**config.mk**
```make
export PLATFORM = sky130hd
export DESIGN_NAME = mm_controller
export DESIGN_NICKNAME = d
export VERILOG_FILES = /design/src/design/mm_fixed_pkg.sv /design/src/design/mm_array_pkg.sv /design/src/design/mm_controller.sv
export SDC_FILE = /design/constraint.sdc
export NUM_CORES = 1
export LEC_CHECK = 0
export BUFFER_PORTS_ARGS = -buffer_cell sky130_fd_sc_hd__buf_2
export CAP_MARGIN = 20
export CELL_PAD_IN_SITES_DETAIL_PLACEMENT = 1
export CELL_PAD_IN_SITES_GLOBAL_PLACEMENT = 2
export CORE_AREA = 10 10 246 248
export CTS_BUF_LIST = sky130_fd_sc_hd__clkbuf_8
export CTS_CLUSTER_DIAMETER = 120
export CTS_CLUSTER_SIZE = 16
export DETAILED_ROUTE_END_ITERATION = 8
export DIE_AREA = 0 0 256 258
export GPL_ROUTABILITY_DRIVEN = 1
export GPL_TIMING_DRIVEN = 0
export HOLD_SLACK_MARGIN = 0.05
export MAX_ROUTING_LAYER = met4
export PLACE_DENSITY_LB_ADDON = 0.1
export SLEW_MARGIN = 30
export SYNTH_ARGS = -nofsm -noshare
export SYNTH_HDL_FRONTEND = slang
export SYNTH_SLANG_ARGS = --single-unit
```
**constraint.sdc**
```tcl
create_clock -name clk -period 35.6 [get_ports clk]
set_input_delay 5.34 -clock clk [delete_from_list [all_inputs] [get_ports clk]]
set_output_delay 5.34 -clock clk [all_outputs]
set_load 0.01 [all_outputs]
```
**src/design/mm_fixed_pkg.sv**
```systemverilog
// ####################
// Q8.8 fixed-point number format
// ####################

package mm_fixed_pkg;

    // Element width and fraction bits
    localparam int data_w = 16;
    localparam int frac_w = 8;

    // Full product before the shift
    localparam int prod_w = 2 * data_w;

    // One matrix element, also the accumulator type
    typedef logic signed [data_w-1:0] fixed_t;

    typedef logic signed [prod_w-1:0] prod_t;

    // Q8.8 multiply
    // Keeps the middle bits, same as an arithmetic shift by frac_w then truncation
    function automatic fixed_t fx_mul(input fixed_t a, input fixed_t b);
        prod_t p;
        p = a * b;
        return p[frac_w +: data_w];
    endfunction

endpackage

```
**src/design/mm_array_pkg.sv**
```systemverilog
// ####################
// Array geometry, buses and controller states
// ####################

package mm_array_pkg;

    import mm_fixed_pkg::*;

    // Rows and columns of the PE grid
    localparam int array_n = 4;

    // One operand step per inner-product term
    localparam int feed_steps = array_n;

    // Two skew hops of array_n-1, the PE stages fold into the final edge
    localparam int drain_cycles = 2 * (array_n - 1);

    // Shared counter for feed and drain
    typedef logic [$clog2(drain_cycles)-1:0] step_t;

    // Row or column index inside the grid
    typedef logic [$clog2(array_n)-1:0] idx_t;

    // Row-major, elem[0][0] sits at the top bits
    typedef struct packed {
        fixed_t [0:array_n-1][0:array_n-1] elem;
    } mat_t;

    // One feed step along an edge of the array
    typedef struct packed {
        fixed_t [0:array_n-1] lane;
    } vec_t;

    typedef enum logic [1:0] {
        st_idle,
        st_clear,
        st_feed,
        st_drain
    } ctrl_state_t;

endpackage

```
**src/design/mm_controller.sv**
```systemverilog
// ####################
// Sequencer for clear, feed and drain
// ####################

`timescale 1ns/1ps

module mm_controller
    import mm_array_pkg::*;
(
    input  logic clk,
    input  logic rst_n,
    input  logic start,
    input  mat_t a_mat,
    input  mat_t b_mat,
    output logic clear_acc,
    output logic feed_en,
    output logic busy,
    output logic done,
    output vec_t west_vec,
    output vec_t north_vec
);

    ctrl_state_t state;
    step_t       step;
    idx_t        k;
    logic        accept;
    mat_t        a_lat;
    mat_t        b_lat;

    // No new product until the done cycle has passed
    assign accept = start && !busy;

    always_ff @(posedge clk) begin
        if (!rst_n) begin
            state <= st_idle;
            step  <= '0;
            done  <= 1'b0;
        end else begin
            done <= 1'b0;
            case (state)
                st_idle: begin
                    if (accept) begin
                        state <= st_clear;
                    end
                end
                st_clear: begin
                    state <= st_feed;
                    step  <= '0;
                end
                st_feed: begin
                    if (step == step_t'(feed_steps - 1)) begin
                        state <= st_drain;
                        step  <= '0;
                    end else begin
                        step <= step + 1'b1;
                    end
                end
                st_drain: begin
                    // Last PE takes its final pair in the last drain cycle
                    if (step == step_t'(drain_cycles - 1)) begin
                        state <= st_idle;
                        step  <= '0;
                        done  <= 1'b1;
                    end else begin
                        step <= step + 1'b1;
                    end
                end
                default: state <= st_idle;
            endcase
        end
    end

    // Operands captured on the accepted start
    always_ff @(posedge clk) begin
        if (accept) begin
            a_lat <= a_mat;
            b_lat <= b_mat;
        end
    end

    assign clear_acc = (state == st_clear);
    assign feed_en   = (state == st_feed);
    assign busy      = (state != st_idle) || done;

    assign k = idx_t'(step);

    // Step k: column k of A to the west, row k of B to the north
    always_comb begin
        west_vec  = '0;
        north_vec = '0;
        if (feed_en) begin
            for (int i = 0; i < array_n; i++) begin
                west_vec.lane[i]  = a_lat.elem[i][k];
                north_vec.lane[i] = b_lat.elem[k][i];
            end
        end
    end

endmodule

```
-- Word-level counts from Yosys, hierarchy flattened
Cells that the tools add are included.
- bits of input ports: 515
- output and inout bits: 132
- bits in registers: 518
- reduce and logical (&&, ||, !) cells: 8
- muxes and demuxes: 25
- $lt $le $gt $ge: 1
- equal/unequal tests: 8
- bitwise operators: 1
- $add $sub $neg: 1
- operator list (kind ; number):
    2-to-1 mux 64 bit ; 4
    binary-select mux 16 bit (select 2 bit) ; 4
    binary-select mux 64 bit (select 2 bit) ; 1
    2-to-1 mux 16 bit ; 8
    one-hot mux 3 bit (3 select lines) ; 1
    one-hot mux 2 bit (4 select lines) ; 1
    2-to-1 mux 2 bit ; 3
    2-to-1 mux 3 bit ; 2
    == test 2 bit (second input constant) ; 2
    != test 2 bit (second input constant) ; 2
    adder 3 x 1 -> 3 bit (second input constant) ; 1
    == test 3 x 2 -> 1 bit (second input constant) ; 1
    == test 3 bit (second input constant) ; 1
    >= comparator 3 bit (second input constant) ; 1
    inverter 2 -> 3 bit ; 1
    AND reduction 3 bit ; 1
    nonzero test 3 bit ; 1
    == test 2 x 1 -> 1 bit (second input constant) ; 1
    logical NOT 2 bit ; 1
    != test 2 x 1 -> 1 bit (second input constant) ; 1
    AND reduction 2 bit ; 1
    nonzero test 2 bit ; 1
    logical AND 1 bit ; 1
    logical NOT 1 bit ; 1
    2 further kinds ; 2

-- Logic depth before layout (Yosys ltp)
- depth in word-level cells: 6
- depth in mapped cells: 8
- mapped depth without buffers: 5

-- Least setup slack after synthesis
No wires, ideal clock.
- kind: input -> register
- start: in start
- end: reg a_lat[0] (netlist name) (enable)
- path slack: 7.850 ns
- buffers on the path: 0
- stages: 2
- arrival: 26.349 ns
- cells stage by stage: inv_1 > nor2_1
- word-level cells in the longest chain between the ends: 1
- ends and longest elaborated chain (what ; RTL line ; RTL):
    from (decl) ; mm_controller.sv:12 ; input logic start,
    logical AND 1 bit ; mm_controller.sv:31 ; assign accept = start && !busy;
    net accept ; mm_controller.sv:26 ; logic accept;
    to (signal assigned) ; mm_controller.sv:76 ; a_lat <= a_mat;
    to (decl) ; mm_controller.sv:27 ; mat_t a_lat;
The timed path passes the listed nets, and every way through them passes these cells.
A chain may end at the register's enable or synchronous reset.

==> reports/qor.txt <==
# nets final -> 2097
maxcap violations -> 0
outcome -> completed
Simple-Gate Fraction of Synth Area -> 4.35%
Place WS -> 27.93 ns
clock skew -> 0.0251 ns
adder-cell share of the synthesized area -> 0.633%
count leader, synth -> edfxtp_1
Synth async-reset ratio -> 0%
1st-iter DRT viols -> 719
ys flop type -> edfxtp_1
Vert. Die Dim -> 258 um
XOR/XNOR Fraction of Synth Area -> 0%
Avg WL per Cell -> 27.2 um
mapped cell area -> 19800 um2
largest family of logic cells by synthesized area -> multiplexers
Clock Path Buffers -> 3
Fillers -> 5541
CTS tree -> yes
routability cong. -> 0.853
max-slew violations -> 0
Port Buf Inserts -> 646
largest net degree at the start of global routing -> 26
Worst Path Max Fanout -> 10
Arr. time, crit path -> 2.85 ns
peak supply drop -> 0.0315 mV
row count -> 87
period utilisation layout -> 23.0%
WL final -> 65.2 mm
initial antenna violation count -> 52
DR vias -> 11200
CP endpoint kind -> output pin
worst setup path end -> west_vec[41]
R2R Path Start -> state[0]
ranking of synthesized cells by area -> edfxtp_1, mux4_2, and2_1
total global routing overflow -> 0
reg2reg setup slack -> 32.87 ns
post-cts sizing count -> 0
non-filler cells, final -> 2396
die footprint -> 66000 um2
vias in the first global route -> 12600
sequential share of the synthesized area -> 78.4%
Syn. warnings -> 0
layout cells sized above 1 -> 54.9%
Hold WS -> 0.512 ns
number of remaining DRC errors -> 0
DP Area -> 24600 um2
post-layout min period -> 8.19 ns
Detailed Routing Iterations Pass 1 -> 4
Lkg Pwr -> 9.73 nW
gr usage total -> 19.8%
Worst Tran Pin Value -> 0.745 ns
Syn-to-layout area delta -> 28.5%
hold_buf cts -> 0
CTS root buf -> clkbuf_8
Seq. cell area -> 15500 um2
DP HPWL -> 52.2 mm
core outline area -> 55700 um2
multiplexer share of the synthesized area -> 14.6%
# IOs -> 647
post-synthesis compound-gate area fraction -> 0.374%
Final WS setup -> 27.41 ns
clock-pin slew on the worst setup and hold paths -> 0.11 ns
CP Class -> flip-flop to output pin
clock tree sinks -> 518
Synth top area share -> 77.8%
mean area per synthesized cell -> 23.0 um2
most common library cells after synthesis -> edfxtp_1, and2_1, mux4_2
area leader, netlist -> edfxtp_1
fmax -> 0.122 GHz
CTS buffer count -> 38
H-tree depth -> 2
final non-filler cell area -> 25400 um2
syn nets -> 1385
DR vias/cell -> 4.67
area of the multi-input gates -> 3960 um2
Hold WC Path Type -> flip-flop to flip-flop
dpl cells -> 2288
final setup fails -> 0
post-synthesis register bit count -> 518
number of nets with antenna violations after routing -> 0
first-pass GRT wire length -> 90.8 mm
max_slew headroom -> 50.4%
crit path launch type -> flip-flop
worst path required time -> 30.26 ns
Die Span X -> 256 um
Setup Fix Bufs, Post-CTS -> 0
Mapped Cells -> 860
RR Endpoint -> b_lat[179]
Worst Setup SP -> state[0]
unrepaired setup endpoints after global routing -> no
Clock Latency Late Sink -> 0.62 ns
Unique masters post-synth -> 24
Final Hold Viols -> 0
cell depth of the worst flop-to-flop path -> 10
starting density of the core -> 35.4%
Power Density -> 63.0 nW/um2
number of synthesized flops with an enable pin -> 512
==> critical path, stage by stage (launching register included) <==
cell      delay (ns)
dfxtp_1         0.35
inv_1           0.13
ha_1            0.37
clkbuf_2        0.50
clkbuf_1        0.44
and2_1          0.27
buf_2           0.16
==> worst min path at each step <==
stage	start	end	slack (ns)	cells after the start
detailed placement	state[1]	state[1]	0.50	2
finish	state[1]	state[1]	0.51	2
floorplan	state[1]	state[1]	0.47	2
CTS	state[1]	state[1]	0.52	2
global placement	state[1]	state[1]	0.49	2
global route	state[1]	state[1]	0.56	2
==> through the flow <==
| stage | power (W) | TNS [ns] | util (%) |
|---|---|---|---|
| floorplan | 0.00124 | 0 | - |
| global placement | 0.00143 | -352.59 | 42.9 |
| detailed placement | 0.00133 | 0 | 44.2 |
| CTS | 0.00163 | 0 | 45.3 |
| global route | 0.00169 | 0 | 45.5 |
| finish | 0.00160 | 0 | 45.5 |
==> cells in the final DEF (no fill, tap or decap), drive strengths merged, types with 2 or more instances in the layout <==
cell type / n
buf: 700
edfxtp: 512
mux4: 128
and2: 128
clkbuf: 54
diode: 53
inv: 25
ha: 10
dfxtp: 6
nor2b: 3
a21oi: 3
nand2: 3
nand2b: 2
o21ai: 2
a221oi: 2
nor2: 2
==> cell type report <==
cell class	instances	share of cell area, %
clock inverters	16	0.281
plain buffers	43	1.07
well taps	756	3.73
inverters	10	0.148
diodes	53	0.522
repair buffers	672	15.5
multi-input cells	289	15.6
clock buffers	39	2.11
flip-flops and latches	518	61.0
==> power by group <==
| group | switching, W | internal, W | leakage, nW |
|---|---|---|---|
| clock | 0.000193 | 0.000102 | 0.362 |
| sequential | 0.0000361 | 0.000840 | 4.92 |
| combinational | 0.000213 | 0.000217 | 4.44 |
==> per-layer routing <==
metal  vias to the layer above  global-route usage [%]  routed length, um
met5                         -                       -                  0
met4                         0                    5.22               1210
met3                        69                    8.02               5870
met2                       414                    33.8              34100
met1                      5740                    21.2              24000
li1                       4972                       -                  -
==> registers in the layout, indices dropped and copies added, names as in the netlist <==
signal and cells:
a_lat 256, step 3, state 2, done 1, b_lat 256
==> logic make-up (layout without fill, tap and decap cells) <==
kind of cell	Yosys count	in the layout
and+or+nand+nor	139	139
muxes	129	129
adders and majority gates	10	10
other	0	53
AOI/OAI and AO/OA	11	11
buffers and inverters	53	780
DFF	518	518
Power figures use the tool's default switching activity.
