**config.mk**
```make
export PLATFORM = sky130hd
export DESIGN_NAME = operand_skew
export DESIGN_NICKNAME = d
export VERILOG_FILES = /design/src/design/mm_fixed_pkg.sv /design/src/design/mm_array_pkg.sv /design/src/design/operand_skew.sv
export SDC_FILE = /design/constraint.sdc
export NUM_CORES = 1
export LEC_CHECK = 0
export BUFFER_PORTS_ARGS = -buffer_cell sky130_fd_sc_hd__clkbuf_2
export CAP_MARGIN = 20
export CORE_ASPECT_RATIO = 0.7
export CORE_UTILIZATION = 50
export CTS_BUF_LIST = sky130_fd_sc_hd__clkbuf_4 sky130_fd_sc_hd__clkbuf_8
export DETAILED_ROUTE_END_ITERATION = 16
export MAX_ROUTING_LAYER = met4
export PLACE_DENSITY = 0.82
export SETUP_SLACK_MARGIN = 0.15
export SYNTH_ARGS = -nofsm -noshare
export SYNTH_HDL_FRONTEND = slang
export SYNTH_SLANG_ARGS = --single-unit
```
**constraint.sdc**
```tcl
create_clock -name clk -period 1 [get_ports clk]
set_input_delay 0.2 -clock clk [delete_from_list [all_inputs] [get_ports clk]]
set_output_delay 0.2 -clock clk [all_outputs]
set_load 0.01 [all_outputs]
```
**src/design/mm_fixed_pkg.sv**
```systemverilog
// ####################
// Q8.8 fixed-point number format
// ####################

package mm_fixed_pkg;

    // Element width and fraction bits
    localparam int data_w = 16;
    localparam int frac_w = 8;

    // Full product before the shift
    localparam int prod_w = 2 * data_w;

    // One matrix element, also the accumulator type
    typedef logic signed [data_w-1:0] fixed_t;

    typedef logic signed [prod_w-1:0] prod_t;

    // Q8.8 multiply
    // Keeps the middle bits, same as an arithmetic shift by frac_w then truncation
    function automatic fixed_t fx_mul(input fixed_t a, input fixed_t b);
        prod_t p;
        p = a * b;
        return p[frac_w +: data_w];
    endfunction

endpackage

```
**src/design/mm_array_pkg.sv**
```systemverilog
// ####################
// Array geometry, buses and controller states
// ####################

package mm_array_pkg;

    import mm_fixed_pkg::*;

    // Rows and columns of the PE grid
    localparam int array_n = 4;

    // One operand step per inner-product term
    localparam int feed_steps = array_n;

    // Two skew hops of array_n-1, the PE stages fold into the final edge
    localparam int drain_cycles = 2 * (array_n - 1);

    // Shared counter for feed and drain
    typedef logic [$clog2(drain_cycles)-1:0] step_t;

    // Row or column index inside the grid
    typedef logic [$clog2(array_n)-1:0] idx_t;

    // Row-major, elem[0][0] sits at the top bits
    typedef struct packed {
        fixed_t [0:array_n-1][0:array_n-1] elem;
    } mat_t;

    // One feed step along an edge of the array
    typedef struct packed {
        fixed_t [0:array_n-1] lane;
    } vec_t;

    typedef enum logic [1:0] {
        st_idle,
        st_clear,
        st_feed,
        st_drain
    } ctrl_state_t;

endpackage

```
**src/design/operand_skew.sv**
```systemverilog
// ####################
// Triangular delay lines for both array edges
// ####################

`timescale 1ns/1ps

module operand_skew
    import mm_fixed_pkg::*;
    import mm_array_pkg::*;
(
    input  logic clk,
    input  logic rst_n,
    input  logic clear,
    input  vec_t west_vec,
    input  vec_t north_vec,
    output vec_t west_edge,
    output vec_t north_edge
);

    for (genvar i = 0; i < array_n; i++) begin : g_lane
        if (i == 0) begin : g_direct
            // Corner lane goes straight in
            assign west_edge.lane[i]  = west_vec.lane[i];
            assign north_edge.lane[i] = north_vec.lane[i];
        end else begin : g_delay
            // Lane i is i registers deep, slot 0 is the newest
            fixed_t west_q  [i];
            fixed_t north_q [i];

            always_ff @(posedge clk) begin
                if (!rst_n || clear) begin
                    west_q  <= '{default: '0};
                    north_q <= '{default: '0};
                end else begin
                    west_q[0]  <= west_vec.lane[i];
                    north_q[0] <= north_vec.lane[i];
                    for (int d = 1; d < i; d++) begin
                        west_q[d]  <= west_q[d-1];
                        north_q[d] <= north_q[d-1];
                    end
                end
            end

            assign west_edge.lane[i]  = west_q[i-1];
            assign north_edge.lane[i] = north_q[i-1];
        end
    end

endmodule

```
* Yosys cells after proc, flatten, opt, wreduce, memory -nomap -nowiden
Cells that the tools add are included.
** Word-level totals
- Flip-flop bits (word level) :: 192
- Output and inout bits :: 128
** Operators by class
- Reductions and logical operators :: 2
** Operators with widths (number)
- $logic_not A1 Y1 :: 1
- $logic_or A1 B1 Y1 :: 1

* Depth between registers and ports, before layout
Gate-level depths: netlist of run 1.
- Depth after elaboration :: 2
- Mapped depth :: 3
- Gate-level depth less buffers :: 1

* Least setup slack after synthesis of run 1
Ideal clock, no wire load.
- Path kind :: input to register
- Start point :: input rst_n
- End point :: register g_lane[2].g_delay.west_q (netlist bit west_edge[16])
- Path buffers :: 2
- Setup slack :: 224 ps
- Data arrival time :: 659 ps
- Stages :: 3
- Data required time :: 883 ps
- Library setup time :: 117 ps
- Path through :: buf_2 buf_2 and3b_2
** On the way
- Word-level cells in the longest chain between the ends :: 2
** Ends and longest elaborated chain
- start: declaration :: line operand_skew.sv:12 : input logic rst_n,
- $logic_not A1 Y1 :: line operand_skew.sv:31 : if (!rst_n || clear) begin
- $logic_or A1 B1 Y1 :: line operand_skew.sv:31
- end signal: indexed assignment :: line operand_skew.sv:38 : west_q[d] <= west_q[d-1];
- end: declaration :: line operand_skew.sv:27 : fixed_t west_q [i];
No other way between the ends.
A chain may end at the register's enable or synchronous reset.

* Worst setup path after layout of run 1
- Start point :: register g_lane[1].g_delay.north_q[9] (netlist bit)
- End point :: output north_edge[41] (netlist bit)
** RTL lines
- start: declaration :: line operand_skew.sv:28 : fixed_t north_q [i];
- start signal: indexed assignment :: line operand_skew.sv:39 : north_q[d] <= north_q[d-1];
- end: declaration :: line operand_skew.sv:17 : output vec_t north_edge
No word-level cell between the ends.

==> out/results.tsv, run 1 <==
metric	value	unit
status	finished with violations	
violations	setup timing	
synth_top_family_by_area	simple AND/OR/NAND/NOR gates	
die_x	139.8	µm
synthesis.area	6644	µm²
drive_gt1_share	48.42	%
fp.dieH	98.45	µm
routedWlPerCell	14.81	µm
p_int	10.38	mW
synthSimpleGateAreaFrac	26.27	%
grt_max_degree	73	
hold_path.class	in -> reg	
maxCapViolCount	0	
htree_levels	4	
crit_arrival	0.90	ns
critPathBufInv	1	
leakage	4.496	nW
first_global_vias	4047	
slowest_delay	0.34	ns
antenna_found_initial	0	
rsz0062_at_grt	true	
grt_pass1_wl	19490	µm
max_slew_margin	84.51	%
combPwrFrac	8.0	%
slew_viol_final	0	
area_delta_synth_final	27.40	%
switching_share	23.91	%
cts.clk_slew.worst_paths	0.10	ns
yosysTopAreaCell	dfxtp_1	
crit_required	0.80	ns
drt_pass1_iterations	4	
nets	814	
cpLargestDelayFamily	flip-flops	
cts_sinks	192	
fmax	910.4	MHz
gr-usage-all-layers	18.62	%
gp_congestion	0.7179	
top_layer	met4	
ant_nets	0	
synth_fa_ha_area_share	0	%
clockBufferDepth	2	
clkLatencyLatePin	0.44	ns
wl_met1	5368	µm
dieArea	13760	µm²
start_util	52.41	%
clock_skew	0.008670	ns
synth-xor-area-share	0	%
tightest_slew	0.2324	ns
fin_ws	-0.09842	ns
place.port_buffers	194	
syn_inst	522	
wl_met3	632	µm
vdd_drop_max	0.0007878	V
numCtsBuffers	17	
powerDensity	1611	nW/µm²
drtIter0Drc	131	
path_max_fanout	1	
synthMuxAreaShare	0	%
switchingPower	3.261	mW
fin_crit_sh	109.8	%
synth_compound_area_share	0	%
wl_met2	6471	µm
synth_seq_cells	192	
drcViolationCount	0	
synth-warning-count	0	
end_kind	output pin	
period_needed	1.098	ns
postCtsSetupRepairBufs	0	
finalSetupViolCount	96	
grt_remaining_overflow	0	
seqPwrFrac	58.0	%
diodes	0	
crit_type	reg -> out	
p_clk_share	34.0	%
ios	259	
vias	3948	
cts-root-buf	clkbuf_8	
synth.yosys.seq_area_share	57.85	%
synth.distinct_cells	7	
routed_via_density	4.601	
slowest_stage	dfxtp_2	
cts_tree	done	
critPathLaunchType	flop	
dp.final_hpwl	7279	µm
final_hold_viol_count	0	
crit_chain	buf_6	
synth_top_area_share	57.85	%
hold-worst-slack	0.02836	ns
syn_nets	653	
syn_area_per_cell	12.73	µm²
num_rows	34	
place_ws	0.03065	ns
synth_area_leaders	dfxtp_1, and3b_1, buf_4, and3b_2, buf_6	
core-area	12680	µm²
finalWirelength	12710	µm
placed cells by master, fill, tap and decap left out:
cell type	instances
clkbuf_2	96
dlygate4sd3_1	80
clkbuf_4	1
clkinv_2	1
inv_8	4
clkinv_4	3
buf_8	1
buf_6	53
clkinvlp_4	3
dfxtp_1	138
buf_2	42
and3b_2	51
buf_4	2
and3b_1	141
buf_12	6
clkbuf_8	17
dfxtp_2	54
inv_6	3
stage by stage:
stage | instance area, µm² | util (%) | instances | power, mW | TNS, ns
floorplan | 6644 | - | 522 | 8.704 | 0
global placement | 6888 | 54.33 | 746 | 8.799 | 0
detailed placement | 6888 | 54.33 | 746 | 8.837 | 0
CTS | 8025 | 63.30 | 852 | 13.65 | -11.11
global route | 8464 | 66.77 | 858 | 14.24 | -13.11
finish | 8464 | 66.77 | 858 | 13.64 | -7.211
power groups by stage:
stage	Clock, mW	Sequential, mW	Combinational [mW]
global placement	0	8.06	0.736
finish	4.64	7.91	1.09
detailed placement	0	8.07	0.765
floorplan	0	8.08	0.622
global route	5.13	7.93	1.18
CTS	4.75	7.90	0.999
state kept, by name (all words and copies together), names as in the netlist:
name / cells
west_edge: 32
g_lane.g_delay.west_q: 64
north_edge: 32
g_lane.g_delay.north_q: 64
final cells by class:
cell class / count / area (µm²)
clock inverters: 14 / 125.1
fillers: 888 / 4213
flip-flops and latches: 192 / 3911
well taps: 162 / 202.7
multi-input cells: 192 / 1745
clock buffers: 18 / 241.5
repair buffers: 280 / 2238
worst paths after layout:
check,endpoint,start,slack [ns],cells after the start
worst max-delay path,north_edge[41],g_lane[1].g_delay.north_q[9],-0.1,1
worst min-delay path,g_lane[2].g_delay.north_q[20],north_vec[20],0.03,2
worst max register to register,west_edge[18],g_lane[2].g_delay.west_q[18],0.37,1
worst min register to register,north_edge[31],g_lane[2].g_delay.north_q[31],0.48,1
kinds of logic (layout without fill, tap and decap cells):
kind of cell | count (synthesis) | after routing
buffers and inverters | 138 | 312
and+or+nand+nor | 192 | 192
DFF | 192 | 192
timing repair:
item | 4_1_cts | 5_1_grt
cloned | 0 | 0
hold buffers | 74 | 6
gates resized for setup | 18 | 186
hold endpoints to repair | 74 | 6
setup endpoints to repair | 96 | 96
synthesized netlist by cell type, drive strengths merged:
| cell | count |
|---|---|
| dfxtp | 192 |
| clkbuf | 1 |
| buf | 137 |
| and3b | 192 |
per-layer routing:
metal	track usage [%]	vias up
li1	-	1961
met1	20.75	1825
met2	32.00	133
met3	4.810	29
met4	7.439	0
met5	-	-
(Power assumes the default switching activity.)
==> run 2, diff against run 1 <==
ABC_AREA = 1   (was not set)
CORE_MARGIN = 2   (was not set)
CORE_UTILIZATION = 49   (was 50)
PLACE_DENSITY = 0.81   (was 0.82)
==> out/results.tsv, run 2 <==
metric	value	unit	change
final_cell_mix	inv_1, nor2_1, dfxtp_1, clkbuf_2, dlygate4sd3_1		
htree_levels	4		unchanged
ant_nets	0		unchanged
end_kind	output pin		
grt_remaining_overflow	0		unchanged
first_global_vias	4326		+6.9%
synth_top_area_share	61.56	%	+3.7 points
syn_area_per_cell	8.983	µm²	-29%
slowest_delay	0.33	ns	about the same
crit_chain	buf_2		
timing.rr.start	g_lane[3].g_delay.north_q[16]		
slew_viol_final	0		unchanged
nFillCells	841		-5.3%
finalSetupViolCount	96		unchanged
dp.final_hpwl	6787	µm	-6.8%
fin_crit_sh	110.2	%	+0.38 points
critPathLaunchType	flop		
crit_required	0.80	ns	about the same
synth.yosys.seq_area_share	61.56	%	+3.7 points
drtIter0Drc	145		+11%
yosysTopAreaCell	dfxtp_1		
grt_pass1_wl	19640	µm	+0.78%
rsz0062_at_grt	true		
gp_congestion	0.7527		+4.8%
crit_arrival	0.90	ns	about the same
crit_start	north_edge[1]		
ys.flop_type	dfxtp_1		
synth-warning-count	0		unchanged
num_rows	34		unchanged
fin_ws	-0.1022	ns	-0.003768 ns
synth_common_cells	inv_1, dfxtp_1, nor2_1, buf_4, buf_6		
yosys.cell_count.top_type	inv_1		
dieArea	13670	µm²	-0.62%
violations	setup timing		
reg.largest.list	g_lane.g_delay.north_q x64, g_lane.g_delay.west_q x64		
placedCellCount	939		+26%
core-area	12420	µm²	-2.0%
numCtsBuffers	17		unchanged
ios	259		unchanged
cts_tree	done		
path_max_fanout	1		unchanged
nets	1023		+26%
synth_seq_cells	192		unchanged
period_needed	1.102	ns	+0.003768 ns
slowest_stage	dfxtp_1		
vias	4313		+9.2%
maxCapViolCount	0		unchanged
place_ws	0.02795	ns	-0.002704 ns
cts.clk_slew.worst_paths	0.11	ns	about the same
cts_sinks	192		unchanged
place.port_buffers	194		unchanged
routedWlPerCell	12.58	µm	-15%
clkLatencyLatePin	0.44	ns	about the same
syn_nets	826		+26%
cpLargestDelayFamily	flip-flops		
drive_gt1_share	32.93	%	-15 points
syn_inst	695		+33%
die_x	138.9	µm	-0.62%
clock_skew	0.01045	ns	+0.001781 ns
drt_pass1_iterations	5		+1
final_common_cell	inv_1		
hold_start	rst_n		
cts-root-buf	clkbuf_8		
synth_edf_count	0		unchanged
synth_area_leaders	dfxtp_1, inv_1, buf_4, nor2_1, buf_6		
leakage	4.160	nW	-7.5%
finalWirelength	13440	µm	+5.7%
critPathBufInv	1		unchanged
synthesis.area	6243	µm²	-6.0%
async_flop_share	0	%	unchanged
crit_type	reg -> out		
fmax	907.3	MHz	-0.34%
p_total	13.85	mW	+1.5%
instances_no_fill	1068		+24%
grt_max_degree	65		-11%
drcViolationCount	0		unchanged
fin_setup_tns	-7.385	ns	-0.1737 ns
max_slew_margin	82.89	%	-1.6 points
fp.dieH	98.44	µm	about the same
vdd_drop_max	0.001248	V	+58%
clockBufferDepth	2		unchanged
start_util	50.26	%	-2.1 points
hold-worst-slack	0.2625	ns	+0.2341 ns
area_delta_synth_final	34.57	%	
status	finished with violations		
gr-usage-all-layers	18.86	%	+0.24 points
synth.distinct_cells	7		unchanged
hold_path.class	in -> reg		
antenna_found_initial	1		+1
tightest_slew	0.2567	ns	+0.02435 ns
final_hold_viol_count	0		unchanged
powerDensity	1648	nW/µm²	+2.3%
routed_via_density	4.038		-12%
run 2: changes by cell type in the layout (fill, tap and decap cells not counted), sizes merged:
cell         delta
diode           +1
clkbuf          +3
nor2          +192
buf             -4
dlygate4sd3    +16
inv           +192
clkinv          +4
nand2           +1
clkinvlp        -3
and3b         -192
run 2: area by class of cell:
type	instances	area [µm²]	share of cell area, %
Inverter	193	724.4	8.622
Tap cell	162	202.7	2.413
Antenna cell	1	2.502	0.02978
Multi-Input combinational cell	193	732.0	8.712
Sequential cell	192	3926	46.73
Clock inverter	14	148.9	1.772
Timing Repair Buffer	295	2424	28.85
Clock buffer	18	241.5	2.874
run 2: cell families after synthesis:
group | share of synthesized area (%)
buf+inv | 26.83
flops | 61.56
simple gates | 11.60
run 2: where the power goes:
part / total (mW) / switching (mW) / internal (mW)
clock network: 4.83 / 2.94 / 1.90
logic: 1.09 / 0.472 / 0.619
registers: 7.92 / 0.0683 / 7.86
run 2: per-layer routing:
layer | up-vias | track usage [%] | share of wire (%)
li1 | 2186 | - | -
met1 | 1929 | 18.63 | 37
met2 | 153 | 33.50 | 53
met3 | 45 | 6.414 | 6.6
met4 | 0 | 9.324 | 3.4
met5 | - | - | 0
run 2: path summary, 6_finish.rpt:
check,slack [ns],end,cells after the start
min reg2reg,0.40,north_edge[12],2
max,-0.10,north_edge[1],1
min,0.26,west_edge[25],4
max reg2reg,0.45,north_edge[0],2
run 2: per-stage QoR:
| stage | area, µm² | utilization [%] |
|---|---|---|
| floorplan | 6243 | - |
| global placement | 6549 | 52.72 |
| detailed placement | 6549 | 52.72 |
| CTS | 7930 | 63.84 |
| global route | 8402 | 67.64 |
| finish | 8402 | 67.64 |
run 2: what timing repair did:
action / CTS / global route
pin swaps: 0 / 0
endpoints found under the setup margin: 96 / 96
hold buffers: 96 / 0
buffers inserted: 0 / 0
resized for setup: 18 / 213
endpoints found under the hold margin: 96 / 0
